<file path="src/include/spi_macros.svh">
`ifndef SPI_MACROS_SVH
`define SPI_MACROS_SVH

// command layout is op, addr, data from msb down
`define SPI_CMD_WIDTH     12
`define SPI_DATA_WIDTH    8
`define SPI_ADDR_WIDTH    3

// bits shifted out ahead of the turnaround on a read
`define SPI_HDR_BITS      (`SPI_CMD_WIDTH - `SPI_DATA_WIDTH)

`define SPI_HALF_PERIOD   4    // clk cycles per sclk half period
`define SPI_TURNAROUND    16   // clk cycles between read address and read data
`define SPI_POLL_INTERVAL 400  // clk cycles between status polls

`endif
</file>
<file path="src/verilog/spi_pkg.sv">
`default_nettype none

`include "spi_macros.svh"

package spi_pkg;

  typedef logic [`SPI_CMD_WIDTH-1:0]  spi_cmd_t;
  typedef logic [`SPI_DATA_WIDTH-1:0] spi_data_t;
  typedef logic [`SPI_ADDR_WIDTH-1:0] spi_addr_t;

  typedef enum logic {
    op_read  = 1'b0,
    op_write = 1'b1
  } spi_op_e;

  typedef enum logic [3:0] {
    st_idle,
    st_load,
    st_shift_out,
    st_turnaround,
    st_shift_in,
    st_finish
  } spi_state_e;

  typedef enum logic {
    req_host,
    req_poll
  } requester_e;

  typedef enum logic [1:0] {
    ps_wait,
    ps_request,
    ps_busy
  } poll_state_e;

endpackage

`default_nettype wire

</file>
<file path="src/verilog/spi_subsystem.sv">
`timescale 1ns/1ns
`default_nettype none

module spi_subsystem (
  input  wire                     clk,
  input  wire                     rst_n,
  input  wire spi_pkg::spi_cmd_t  host_cmd,
  input  wire                     host_cmd_vld,
  input  wire                     poll_en,
  input  wire spi_pkg::spi_addr_t poll_addr,
  input  wire                     miso,
  output wire                     host_cmd_rdy,
  output wire                     host_read_vld,
  output wire spi_pkg::spi_data_t host_read_data,
  output wire spi_pkg::spi_data_t status_value,
  output wire                     status_valid,
  output wire                     status_changed,
  output wire                     sclk,
  output wire                     cs_n,
  output wire                     mosi
);

  wire spi_pkg::spi_cmd_t  poll_cmd;
  wire                     poll_cmd_vld;
  wire                     poll_cmd_rdy;
  wire                     poll_read_vld;
  wire spi_pkg::spi_data_t poll_read_data;

  // arbiter to master
  wire spi_pkg::spi_cmd_t  m_cmd;
  wire                     m_cmd_vld;
  wire                     m_cmd_rdy;
  wire                     m_read_vld;
  wire spi_pkg::spi_data_t m_read_data;

  spi_poller poller_i (
    .clk            (clk),
    .rst_n          (rst_n),
    .poll_en        (poll_en),
    .poll_addr      (poll_addr),
    .cmd_rdy        (poll_cmd_rdy),
    .read_vld       (poll_read_vld),
    .read_data      (poll_read_data),
    .cmd            (poll_cmd),
    .cmd_vld        (poll_cmd_vld),
    .status_value   (status_value),
    .status_valid   (status_valid),
    .status_changed (status_changed)
  );

  spi_arbiter arbiter_i (
    .clk            (clk),
    .rst_n          (rst_n),
    .host_cmd       (host_cmd),
    .host_cmd_vld   (host_cmd_vld),
    .poll_cmd       (poll_cmd),
    .poll_cmd_vld   (poll_cmd_vld),
    .cmd_rdy        (m_cmd_rdy),
    .read_vld       (m_read_vld),
    .read_data      (m_read_data),
    .host_cmd_rdy   (host_cmd_rdy),
    .host_read_vld  (host_read_vld),
    .host_read_data (host_read_data),
    .poll_cmd_rdy   (poll_cmd_rdy),
    .poll_read_vld  (poll_read_vld),
    .poll_read_data (poll_read_data),
    .cmd            (m_cmd),
    .cmd_vld        (m_cmd_vld)
  );

  spi_master master_i (
    .clk       (clk),
    .rst_n     (rst_n),
    .cmd       (m_cmd),
    .cmd_vld   (m_cmd_vld),
    .miso      (miso),
    .cmd_rdy   (m_cmd_rdy),
    .sclk      (sclk),
    .cs_n      (cs_n),
    .mosi      (mosi),
    .read_vld  (m_read_vld),
    .read_data (m_read_data)
  );

endmodule

`default_nettype wire

</file>
<file path="src/verilog/spi_poller.sv">
`timescale 1ns/1ns
`default_nettype none

`include "spi_macros.svh"

module spi_poller (
  input  wire                     clk,
  input  wire                     rst_n,
  input  wire                     poll_en,
  input  wire spi_pkg::spi_addr_t poll_addr,
  input  wire                     cmd_rdy,
  input  wire                     read_vld,
  input  wire spi_pkg::spi_data_t read_data,
  output spi_pkg::spi_cmd_t       cmd,
  output logic                    cmd_vld,
  output spi_pkg::spi_data_t      status_value,
  output logic                    status_valid,
  output logic                    status_changed
);

  localparam int CNT_W = $clog2(`SPI_POLL_INTERVAL);

  spi_pkg::poll_state_e state;
  spi_pkg::spi_addr_t   req_addr;
  logic [CNT_W-1:0]     wait_cnt;
  logic                 interval_done;
  logic                 launch;
  logic                 read_done;

  assign interval_done = (wait_cnt == CNT_W'(`SPI_POLL_INTERVAL - 1));
  assign launch        = (state == spi_pkg::ps_wait) && interval_done && poll_en;
  assign read_done     = (state == spi_pkg::ps_busy) && read_vld;

  // the address is latched at launch so cmd stays stable while vld waits
  assign cmd     = {spi_pkg::op_read, req_addr, {`SPI_DATA_WIDTH{1'b0}}};
  assign cmd_vld = (state == spi_pkg::ps_request);

  always_ff @(posedge clk or negedge rst_n)
  begin
    if (!rst_n)
    begin
      state          <= spi_pkg::ps_wait;
      wait_cnt       <= '0;
      status_valid   <= 1'b0;
      status_changed <= 1'b0;
    end
    else
    begin
      status_changed <= 1'b0;
      case (state)
        spi_pkg::ps_wait:
        begin
          if (!interval_done)
            wait_cnt <= wait_cnt + 1'b1; // saturates, then waits for poll_en
          else if (launch)
            state <= spi_pkg::ps_request;
        end
        spi_pkg::ps_request:
        begin
          if (cmd_rdy)
            state <= spi_pkg::ps_busy;
        end
        spi_pkg::ps_busy:
        begin
          if (read_done)
          begin
            status_valid   <= 1'b1;
            status_changed <= status_valid && (read_data != status_value);
            wait_cnt       <= '0;
            state          <= spi_pkg::ps_wait;
          end
        end
        default:
          state <= spi_pkg::ps_wait;
      endcase
    end
  end

  always_ff @(posedge clk)
  begin
    if (launch)
      req_addr <= poll_addr;
    if (read_done)
      status_value <= read_data;
  end

endmodule

`default_nettype wire

</file>
<file path="src/verilog/spi_arbiter.sv">
`timescale 1ns/1ns
`default_nettype none

module spi_arbiter (
  input  wire                     clk,
  input  wire                     rst_n,
  input  wire spi_pkg::spi_cmd_t  host_cmd,
  input  wire                     host_cmd_vld,
  input  wire spi_pkg::spi_cmd_t  poll_cmd,
  input  wire                     poll_cmd_vld,
  input  wire                     cmd_rdy,
  input  wire                     read_vld,
  input  wire spi_pkg::spi_data_t read_data,
  output logic                    host_cmd_rdy,
  output logic                    host_read_vld,
  output spi_pkg::spi_data_t      host_read_data,
  output logic                    poll_cmd_rdy,
  output logic                    poll_read_vld,
  output spi_pkg::spi_data_t      poll_read_data,
  output spi_pkg::spi_cmd_t       cmd,
  output logic                    cmd_vld
);

  spi_pkg::requester_e owner; // winner of the last accepted command
  spi_pkg::requester_e sel;

  always_comb
  begin
    sel = owner; // hold the grant while the master is busy
    if (cmd_rdy)
    begin
      if (host_cmd_vld && poll_cmd_vld)
        sel = (owner == spi_pkg::req_host) ? spi_pkg::req_poll : spi_pkg::req_host;
      else if (poll_cmd_vld)
        sel = spi_pkg::req_poll;
      else
        sel = spi_pkg::req_host;
    end
  end

  assign cmd          = (sel == spi_pkg::req_host) ? host_cmd : poll_cmd;
  assign cmd_vld      = (sel == spi_pkg::req_host) ? host_cmd_vld : poll_cmd_vld;
  assign host_cmd_rdy = cmd_rdy && (sel == spi_pkg::req_host);
  assign poll_cmd_rdy = cmd_rdy && (sel == spi_pkg::req_poll);

  always_ff @(posedge clk or negedge rst_n)
  begin
    if (!rst_n)
      owner <= spi_pkg::req_poll; // host wins the first tie
    else if (cmd_vld && cmd_rdy)
      owner <= sel;
  end

  // read results go back to whoever launched the transfer
  assign host_read_vld  = read_vld && (owner == spi_pkg::req_host);
  assign poll_read_vld  = read_vld && (owner == spi_pkg::req_poll);
  assign host_read_data = read_data;
  assign poll_read_data = read_data;

  // a read result arrives while owner still names the requester that launched it
  owner_held: assert property (@(posedge clk) disable iff (!rst_n)
    read_vld |-> !cmd_rdy && $stable(owner));

endmodule

`default_nettype wire

</file>
<file path="src/verilog/spi_master.sv">
`timescale 1ns/1ns
`default_nettype none

`include "spi_macros.svh"

module spi_master (
  input  wire                     clk,
  input  wire                     rst_n,
  input  wire spi_pkg::spi_cmd_t  cmd,
  input  wire                     cmd_vld,
  input  wire                     miso,
  output logic                    cmd_rdy,
  output logic                    sclk,
  output logic                    cs_n,
  output logic                    mosi,
  output logic                    read_vld,
  output spi_pkg::spi_data_t      read_data
);

  localparam int DIV_W = $clog2(2 * `SPI_HALF_PERIOD);
  localparam int TA_W  = $clog2(`SPI_TURNAROUND);
  localparam int BIT_W = $clog2(`SPI_CMD_WIDTH);

  spi_pkg::spi_state_e state;
  spi_pkg::spi_op_e    cur_op;
  spi_pkg::spi_cmd_t   tx_shift;
  spi_pkg::spi_data_t  rx_shift;
  logic [DIV_W-1:0]    div_cnt;
  logic [BIT_W-1:0]    bit_cnt;
  logic [TA_W-1:0]     ta_cnt;
  logic [BIT_W-1:0]    last_out;
  logic                accept;
  logic                rise;
  logic                bit_end;
  logic                in_done;

  assign cmd_rdy  = (state == spi_pkg::st_idle);
  assign accept   = cmd_vld && cmd_rdy;
  assign rise     = (div_cnt == DIV_W'(`SPI_HALF_PERIOD - 1));     // sclk goes high next cycle
  assign bit_end  = (div_cnt == DIV_W'(2 * `SPI_HALF_PERIOD - 1)); // sclk falls, next bit
  assign last_out = (cur_op == spi_pkg::op_write) ? BIT_W'(`SPI_CMD_WIDTH - 1)
                                                  : BIT_W'(`SPI_HDR_BITS - 1);
  assign in_done  = (state == spi_pkg::st_shift_in) && bit_end
                    && (bit_cnt == BIT_W'(`SPI_DATA_WIDTH - 1));

  always_ff @(posedge clk or negedge rst_n)
  begin
    if (!rst_n)
    begin
      state    <= spi_pkg::st_idle;
      cur_op   <= spi_pkg::op_read;
      div_cnt  <= '0;
      bit_cnt  <= '0;
      ta_cnt   <= '0;
      sclk     <= 1'b0;
      cs_n     <= 1'b1;
      mosi     <= 1'b0;
      read_vld <= 1'b0;
    end
    else
    begin
      read_vld <= 1'b0;
      case (state)
        spi_pkg::st_idle:
        begin
          if (accept)
          begin
            state   <= spi_pkg::st_load;
            cs_n    <= 1'b0;
            mosi    <= cmd[`SPI_CMD_WIDTH-1]; // first bit valid before the first rising edge
            div_cnt <= '0;
            bit_cnt <= '0;
          end
        end
        spi_pkg::st_load:
        begin
          // this cycle also counts as the first low cycle of bit 0
          cur_op  <= spi_pkg::spi_op_e'(tx_shift[`SPI_CMD_WIDTH-1]);
          div_cnt <= div_cnt + 1'b1;
          state   <= spi_pkg::st_shift_out;
        end
        spi_pkg::st_shift_out:
        begin
          if (rise)
            sclk <= 1'b1;
          if (bit_end)
          begin
            sclk    <= 1'b0;
            div_cnt <= '0;
            bit_cnt <= bit_cnt + 1'b1;
            mosi    <= tx_shift[`SPI_CMD_WIDTH-2];
            if (bit_cnt == last_out)
            begin
              mosi <= 1'b0;
              if (cur_op == spi_pkg::op_write)
              begin
                cs_n  <= 1'b1;
                state <= spi_pkg::st_finish;
              end
              else
              begin
                ta_cnt <= '0;
                state  <= spi_pkg::st_turnaround;
              end
            end
          end
          else
          begin
            div_cnt <= div_cnt + 1'b1;
          end
        end
        spi_pkg::st_turnaround:
        begin
          ta_cnt <= ta_cnt + 1'b1; // cs_n stays low, sclk parked low
          if (ta_cnt == TA_W'(`SPI_TURNAROUND - 1))
          begin
            div_cnt <= '0;
            bit_cnt <= '0;
            state   <= spi_pkg::st_shift_in;
          end
        end
        spi_pkg::st_shift_in:
        begin
          if (rise)
            sclk <= 1'b1;
          if (bit_end)
          begin
            sclk    <= 1'b0;
            div_cnt <= '0;
            bit_cnt <= bit_cnt + 1'b1;
            if (in_done)
            begin
              cs_n     <= 1'b1;
              read_vld <= 1'b1;
              state    <= spi_pkg::st_finish;
            end
          end
          else
          begin
            div_cnt <= div_cnt + 1'b1;
          end
        end
        spi_pkg::st_finish:
          state <= spi_pkg::st_idle;
        default:
          state <= spi_pkg::st_idle;
      endcase
    end
  end

  always_ff @(posedge clk)
  begin
    if (accept)
      tx_shift <= cmd;
    else if (state == spi_pkg::st_shift_out && bit_end)
      tx_shift <= tx_shift << 1;
    // miso is sampled on the same edge that raises sclk
    if (state == spi_pkg::st_shift_in && rise)
      rx_shift <= {rx_shift[`SPI_DATA_WIDTH-2:0], miso};
    if (in_done)
      read_data <= rx_shift;
  end

  idle_cs_high: assert property (@(posedge clk) disable iff (!rst_n)
    (state == spi_pkg::st_idle) |-> cs_n);

  // a new command is only taken once chip select has been high for a full cycle
  accept_cs_gap: assert property (@(posedge clk) disable iff (!rst_n)
    accept |-> cs_n && $past(cs_n));

endmodule

`default_nettype wire

</file>
<file path="config.mk">
export PLATFORM = sky130hd
export DESIGN_NAME = spi_subsystem
export DESIGN_NICKNAME = d
export VERILOG_FILES = /design/src/verilog/spi_pkg.sv /design/src/verilog/spi_subsystem.sv /design/src/verilog/spi_poller.sv /design/src/verilog/spi_arbiter.sv /design/src/verilog/spi_master.sv
export VERILOG_INCLUDE_DIRS = /design/src /design/src/include
export SDC_FILE = /design/constraint.sdc
export NUM_CORES = 1
export LEC_CHECK = 0
export BUFFER_PORTS_ARGS = -buffer_cell sky130_fd_sc_hd__clkbuf_2
export CELL_PAD_IN_SITES_DETAIL_PLACEMENT = 1
export CELL_PAD_IN_SITES_GLOBAL_PLACEMENT = 1
export CORE_MARGIN = 3
export CORE_UTILIZATION = 45
export DETAILED_ROUTE_END_ITERATION = 10
export PLACE_DENSITY = 0.84
export SLEW_MARGIN = 20
export SYNTH_ARGS = -nofsm -noshare
export SYNTH_HDL_FRONTEND = slang
export SYNTH_SLANG_ARGS = --single-unit
</file>
<file path="constraint.sdc">
create_clock -name clk -period 4.43 [get_ports clk]
set_input_delay 0.443 -clock clk [delete_from_list [all_inputs] [get_ports clk]]
set_output_delay 0.443 -clock clk [all_outputs]
set_load 0.01 [all_outputs]
</file>
==> results_dict.tcl, run 1 <==
set metrics [dict create \
    outcome "finished, final reports clean" \
    wl_met1_um 3040 \
    placedCellCount 397 \
    cts_resized 0 \
    finalInstanceArea_sq_um 3750 \
    die_area_sq_um 8350 \
    max_slew_margin_pct 41.7 \
    synth_top_area_cell "edfxtp_1" \
    postCtsHoldBufs 0 \
    grt_pass1_wl_um 12900 \
    irDropWorstVdd_v 0.000235 \
    routed-wl-met3_um 363 \
    synth_top_family_by_area "simple AND/OR/NAND/NOR gates" \
    cts_num_sinks 72 \
    netlist.area_leader.share_pct 35.7 \
    wl_per_cell_um 18.7 \
    grt_usage_pct 19.8 \
    clk_path_buf_depth 2 \
    syn_inst 268 \
    ys_types 57 \
    grt_max_degree 34 \
    first_global_vias 2548 \
    synth_adder_area_share_pct 2.29 \
    slew_violations 0 \
    final_cells 413 \
    path_max_fanout 16 \
    worst_pin_slew_ns 0.875 \
    synth_area_leaders "edfxtp_1, dfrtp_1, xor2_1" \
    synth_edf_count 39 \
    dr_wl_met2_um 4030 \
    antenna_found_initial 0 \
    grt_overflow 0 \
    nets 338 \
    drc_errors 0 \
    finalCriticalPeriod_ns 2.29 \
    arrival_ns 1.85 \
    yosys.cell_count.top_type "edfxtp_1" \
    clk_pin_slew_worst_paths_ns 0.09 \
    leakage_nw 1.58 \
    dieHeight_um 91.4 \
    worstSetupEndpointType "output pin" \
    pin_count 43 \
    dr_total_vias 2370 \
    postCtsSetupBuffers 0 \
    avgSynthCellArea_sq_um 12.2 \
    cap_violations 0 \
    yosysWarnings 0 \
    rsz0062_at_grt "no" \
    fin_skew_ns 0.0112 \
    core_area_sq_um 6940 \
    fin_crit_sh_pct 51.7 \
    root_buffer "clkbuf_8" \
    cts_made_buffers 9 \
    min_path_type "input pin to asynchronous set/reset pin" \
    clk-insertion-delay-late_ns 0.36 \
    syn_nets 294 \
    final.setup.tns_ns 0 \
    ant_nets 0 \
    synth_ff_type "edfxtp_1" \
    syn-cell-area_sq_um 3280 \
    synth.yosys.seq_area_share_pct 60.9 \
    dp_hpwl_um 5670 \
    top_layer "met4" \
    drt_pass1_iterations 4 \
    ys_top_cells_by_count "edfxtp_1, dfrtp_1, nand2_1" \
    diodes 0 \
    drt_wl_total_um 7710 \
    h-tree-depth 3 \
    synth-simple-area-share_pct 14.3 \
    vias_per_cell 5.74 \
    place_congestion 0.791 \
    path_class "register to output pin" \
    final_layout_size_suffix_gt1_share_pct 22.1 \
    rows 30 \
    total_power_mw 1.28 \
    synthArstFlopShare_pct 45.8 \
    synth_mux_area_share_pct 1.95 \
    synth-compound-area-share_pct 13.5 \
    first_iter_violations 161 \
    place_area_sq_um 3560 \
    syn2layout_area_growth_pct 14.3 \
    hold_viol_final 0 \
    start_kind "register" \
    synth-seq-cells 72 \
    required_ns 3.99 \
    setup_violations 0 \
    synth-xor-area-share_pct 4.00 \
    initial_core_util_pct 47.2 \
    portBuffers 42 \
    fmax_mhz 437 \
    die_width_um 91.4 \
    p_per_area_nw_per_um2 342 \
    cts_tree "yes" \
]
## per-layer routing
layer  GRT usage, %  up-vias
met2           34.3       69
li1               -     1087
met5              0        -
met3           5.47       24
met1           22.4     1190
met4           9.80        0
## power breakdown
group,switching [mW],internal (mW)
Clock,0.276,0.215
Combinational,0.0290,0.0234
Sequential,0.0244,0.716
## registers in the layout (all words and copies together), names as in the netlist, 2 cells and up
| register | cells |
|---|---|
| master_i.state | 3 |
| master_i.rx_shift | 8 |
| master_i.div_cnt | 3 |
| poller_i.req_addr | 3 |
| poller_i.wait_cnt | 9 |
| master_i.bit_cnt | 4 |
| poller_i.state | 2 |
| master_i.read_data | 8 |
| master_i.ta_cnt | 4 |
| master_i.tx_shift | 12 |
| poller_i.status_value | 8 |
## area by class of cell
| cell class | instances | area [sq um] |
|---|---|---|
| timing repair buffer | 42 | 210 |
| fill | 738 | 3200 |
| clock inverter | 7 | 61.3 |
| tap | 96 | 120 |
| clock buffer | 9 | 124 |
| inverter | 14 | 52.6 |
| multi-input combinational | 173 | 1180 |
| sequential | 72 | 2000 |
## critical path, stage by stage (launching register included)
cell and delay, ns:
dfrtp_1 0.57, or3_1 0.47, a21oi_1 0.26, clkbuf_2 0.19
## placed cells by master (no fill, tap or decap), types with 3 or more instances in the layout
cell	Yosys	layout
a21oi_1	13	13
a222oi_1	3	3
a22o_1	10	10
and2_1	4	4
and3_1	4	4
clkbuf_2	1	42
clkbuf_8	0	9
dfrtp_1	31	31
edfxtp_1	39	39
ha_1	6	6
inv_1	13	13
inv_6	0	4
mux2i_1	3	3
nand2_1	20	20
nand2b_1	6	6
nand3_1	8	8
nor2_1	14	14
nor2b_1	4	4
nor3_1	5	5
nor4_1	3	3
o211ai_1	4	4
o21ai_0	12	12
o311ai_0	3	3
xnor2_1	3	3
xor2_1	12	12
## metrics by stage
| step | util [%] | setup WS, ns | hold WS, ns |
|---|---|---|---|
| after global placement | 51.3 | 2.42 | 0.407 |
| final | 54.0 | 2.14 | 0.184 |
| after detailed placement | 51.3 | 2.35 | 0.449 |
| after global routing | 54.0 | 2.06 | 0.216 |
| after CTS | 54.0 | 2.15 | 0.191 |
| after floorplan | - | 2.80 | 0.147 |
## cell families (layout without fill, tap and decap cells)
| kind of cell | after synthesis | count (layout) |
|---|---|---|
| XOR/XNOR | 15 | 15 |
| buffers and inverters | 23 | 72 |
| flip-flops | 72 | 72 |
| AO/OA/AOI/OAI | 62 | 62 |
| multiplexers | 6 | 6 |
| adder cells (fa/ha/maj) | 6 | 6 |
| AND/OR/NAND/NOR | 84 | 84 |
## final timing paths
kind / from / endpoint / slack (ns) / depth (start not counted)
worst max-delay path: master_i.state[0] / host_cmd_rdy / 2.14 / 3
worst min-delay path: rst_n / poller_i.wait_cnt[2] / 0.18 / 1
worst max register to register: master_i.state[0] / master_i.tx_shift[1] / 2.35 / 3
worst min register to register: master_i.rx_shift[7] / master_i.read_data[7] / 0.47 / 0
max in group asynchronous: rst_n / master_i.state[2] / 3.69 / 1
min in group clk: poll_addr[1] / poller_i.req_addr[1] / 0.27 / 1
No activity file was read; power rests on OpenSTA's default activity.
==> inputs of run 2 (changes only) <==
clock period = 2.3 ns   (was 4.43 ns; I/O delays follow)
==> results_dict.tcl, run 2 (same netlist as run 1, synthesis figures left out) <==
set metrics [dict create \
    outcome "finished, violations left" \
    violations "negative hold slack" \
    setup_violations 0 \
    top_register "master_i.tx_shift" \
    dieHeight_um 91.4 \
    fin_crit_sh_pct 90.3 \
    worst_pin_slew_ns 0.849 \
    pin_count 43 \
    timing.hold.ws_ns -0.0322 \
    final_layout_size_suffix_gt1_share_pct 22.1 \
    place_congestion 0.895 \
    min_path_type "input pin to asynchronous set/reset pin" \
    grt_usage_pct 20.0 \
    die_width_um 91.4 \
    rsz0062_at_grt "no" \
    h-tree-depth 3 \
    required_ns 2.07 \
    first_global_vias 2521 \
    irDropWorstVdd_v 0.000539 \
    die_area_sq_um 8350 \
    core_area_sq_um 6940 \
    finalCriticalPeriod_ns 2.08 \
    fmax_mhz 481 \
    max_slew_margin_pct 43.4 \
    rows 30 \
    postCtsSetupBuffers 0 \
    p_seq_share_pct 55.1 \
    diodes 0 \
    fin_skew_ns 0.00676 \
    place_area_sq_um 3590 \
    final_common_cell "clkbuf_2" \
    p_int_mw 2.03 \
    vias_per_cell 5.59 \
    netSwitchingPower_uw 557 \
    cts_made_buffers 9 \
    syn2layout_area_growth_pct 15.9 \
    largest_registers "master_i.tx_shift: 12 flops, poller_i.wait_cnt: 9 flops" \
    clk_pin_slew_worst_paths_ns 0.08 \
    postCtsHoldBufs 0 \
    cap_violations 0 \
    nets 342 \
    cts_tree "yes" \
    multi_input_area_sq_um 1180 \
    register_area_sq_um 2000 \
    cts_resized 0 \
    start_kind "register" \
    first_iter_violations 198 \
    grt_overflow 0 \
    p_clk_share_pct 41.0 \
    root_buffer "clkbuf_8" \
    leakage_nw 1.61 \
    antenna_found_initial 0 \
    path_max_fanout 11 \
    grt_max_degree 34 \
    initial_core_util_pct 47.2 \
    clk_path_buf_depth 2 \
    hold_viol_final 28 \
    p_per_area_nw_per_um2 679 \
    slew_violations 0 \
    worstSetupEndpointType "output pin" \
    finalInstanceArea_sq_um 3800 \
    wl_per_cell_um 18.7 \
    clk-insertion-delay-late_ns 0.34 \
    dp_hpwl_um 5750 \
    final_cell_mix "clkbuf_2, edfxtp_1, dfrtp_1" \
    cts_num_sinks 72 \
    arrival_ns 1.85 \
    drc_errors 0 \
    ant_nets 0 \
    path_class "register to output pin" \
    drt_pass1_iterations 4 \
    drt_wl_total_um 7790 \
    portBuffers 42 \
    grt_pass1_wl_um 12900 \
    switching_share_pct 21.6 \
    dr_total_vias 2331 \
    fill_cells 747 \
    final.setup.tns_ns 0 \
    comb_power_share_pct 3.9 \
    largest_reg_flops 12 \
]
==> run 2: cell types whose count changed in the layout (fill, tap and decap cells not counted), sizes merged <==
cell,delta
inv,-4
clkinvlp,-2
buf,+4
clkinv,+4
bufinv,+2
==> run 2: power by group through the flow <==
| stage | Sequential (mW) | Clock [mW] | Combinational (mW) |
|---|---|---|---|
| floorplan | 1.42 | 0 | 0.0778 |
| global placement | 1.44 | 0 | 0.0925 |
| detailed placement | 1.45 | 0 | 0.100 |
| CTS | 1.42 | 1.08 | 0.103 |
| global route | 1.43 | 1.14 | 0.115 |
| finish | 1.42 | 1.06 | 0.0996 |
==> run 2: final cells by class <==
type	count	share of cell area [%]
Inverter	14	1.38
Clock inverter	7	2.24
Multi-Input combinational cell	173	31.1
Clock buffer	9	3.26
Sequential cell	72	52.6
Tap cell	96	3.16
Timing Repair Buffer	46	6.32
==> run 2: through the flow <==
stage / util [%] / hold slack [ns] / instances / setup slack, ns / power, mW
floorplan: - / -0.0656 / 268 / 0.669 / 1.50
global placement: 51.7 / 0.373 / 401 / 0.491 / 1.54
detailed placement: 51.7 / 0.386 / 401 / 0.340 / 1.55
CTS: 54.8 / 0.0105 / 417 / 0.220 / 2.61
global route: 54.8 / 0.0296 / 417 / 0.106 / 2.68
finish: 54.8 / -0.0322 / 417 / 0.222 / 2.58
==> run 2: path summary, 6_finish.rpt <==
| path | startpoint | end | slack, ns | cells past startpoint |
|---|---|---|---|---|
| worst max-delay path | master_i.state[1] | host_cmd_rdy | 0.22 | 4 |
| worst min-delay path | rst_n | poller_i.wait_cnt[8] | -0.03 | 1 |
| worst max register to register | master_i.state[0] | master_i.tx_shift[9] | 0.25 | 4 |
| worst min register to register | master_i.rx_shift[7] | master_i.read_data[7] | 0.43 | 0 |
| max in group asynchronous | rst_n | master_i.mosi | 1.78 | 1 |
| min in group clk | poll_addr[1] | poller_i.req_addr[1] | 0.06 | 1 |
==> run 2: routing by layer <==
layer | up-vias | global-route usage (%) | wire length, um
met2 | 55 | 34.9 | 4090
li1 | 1097 | - | -
met5 | - | 0 | 0
met3 | 15 | 5.80 | 305
met4 | 0 | 7.54 | 217
met1 | 1164 | 23.1 | 3180
==> run 2: critical path: stages, from the launching register on <==
cell and delay (ns):
dfrtp_1 0.47, buf_4 0.22, or3_1 0.37, a21oi_1 0.26, clkbuf_2 0.19
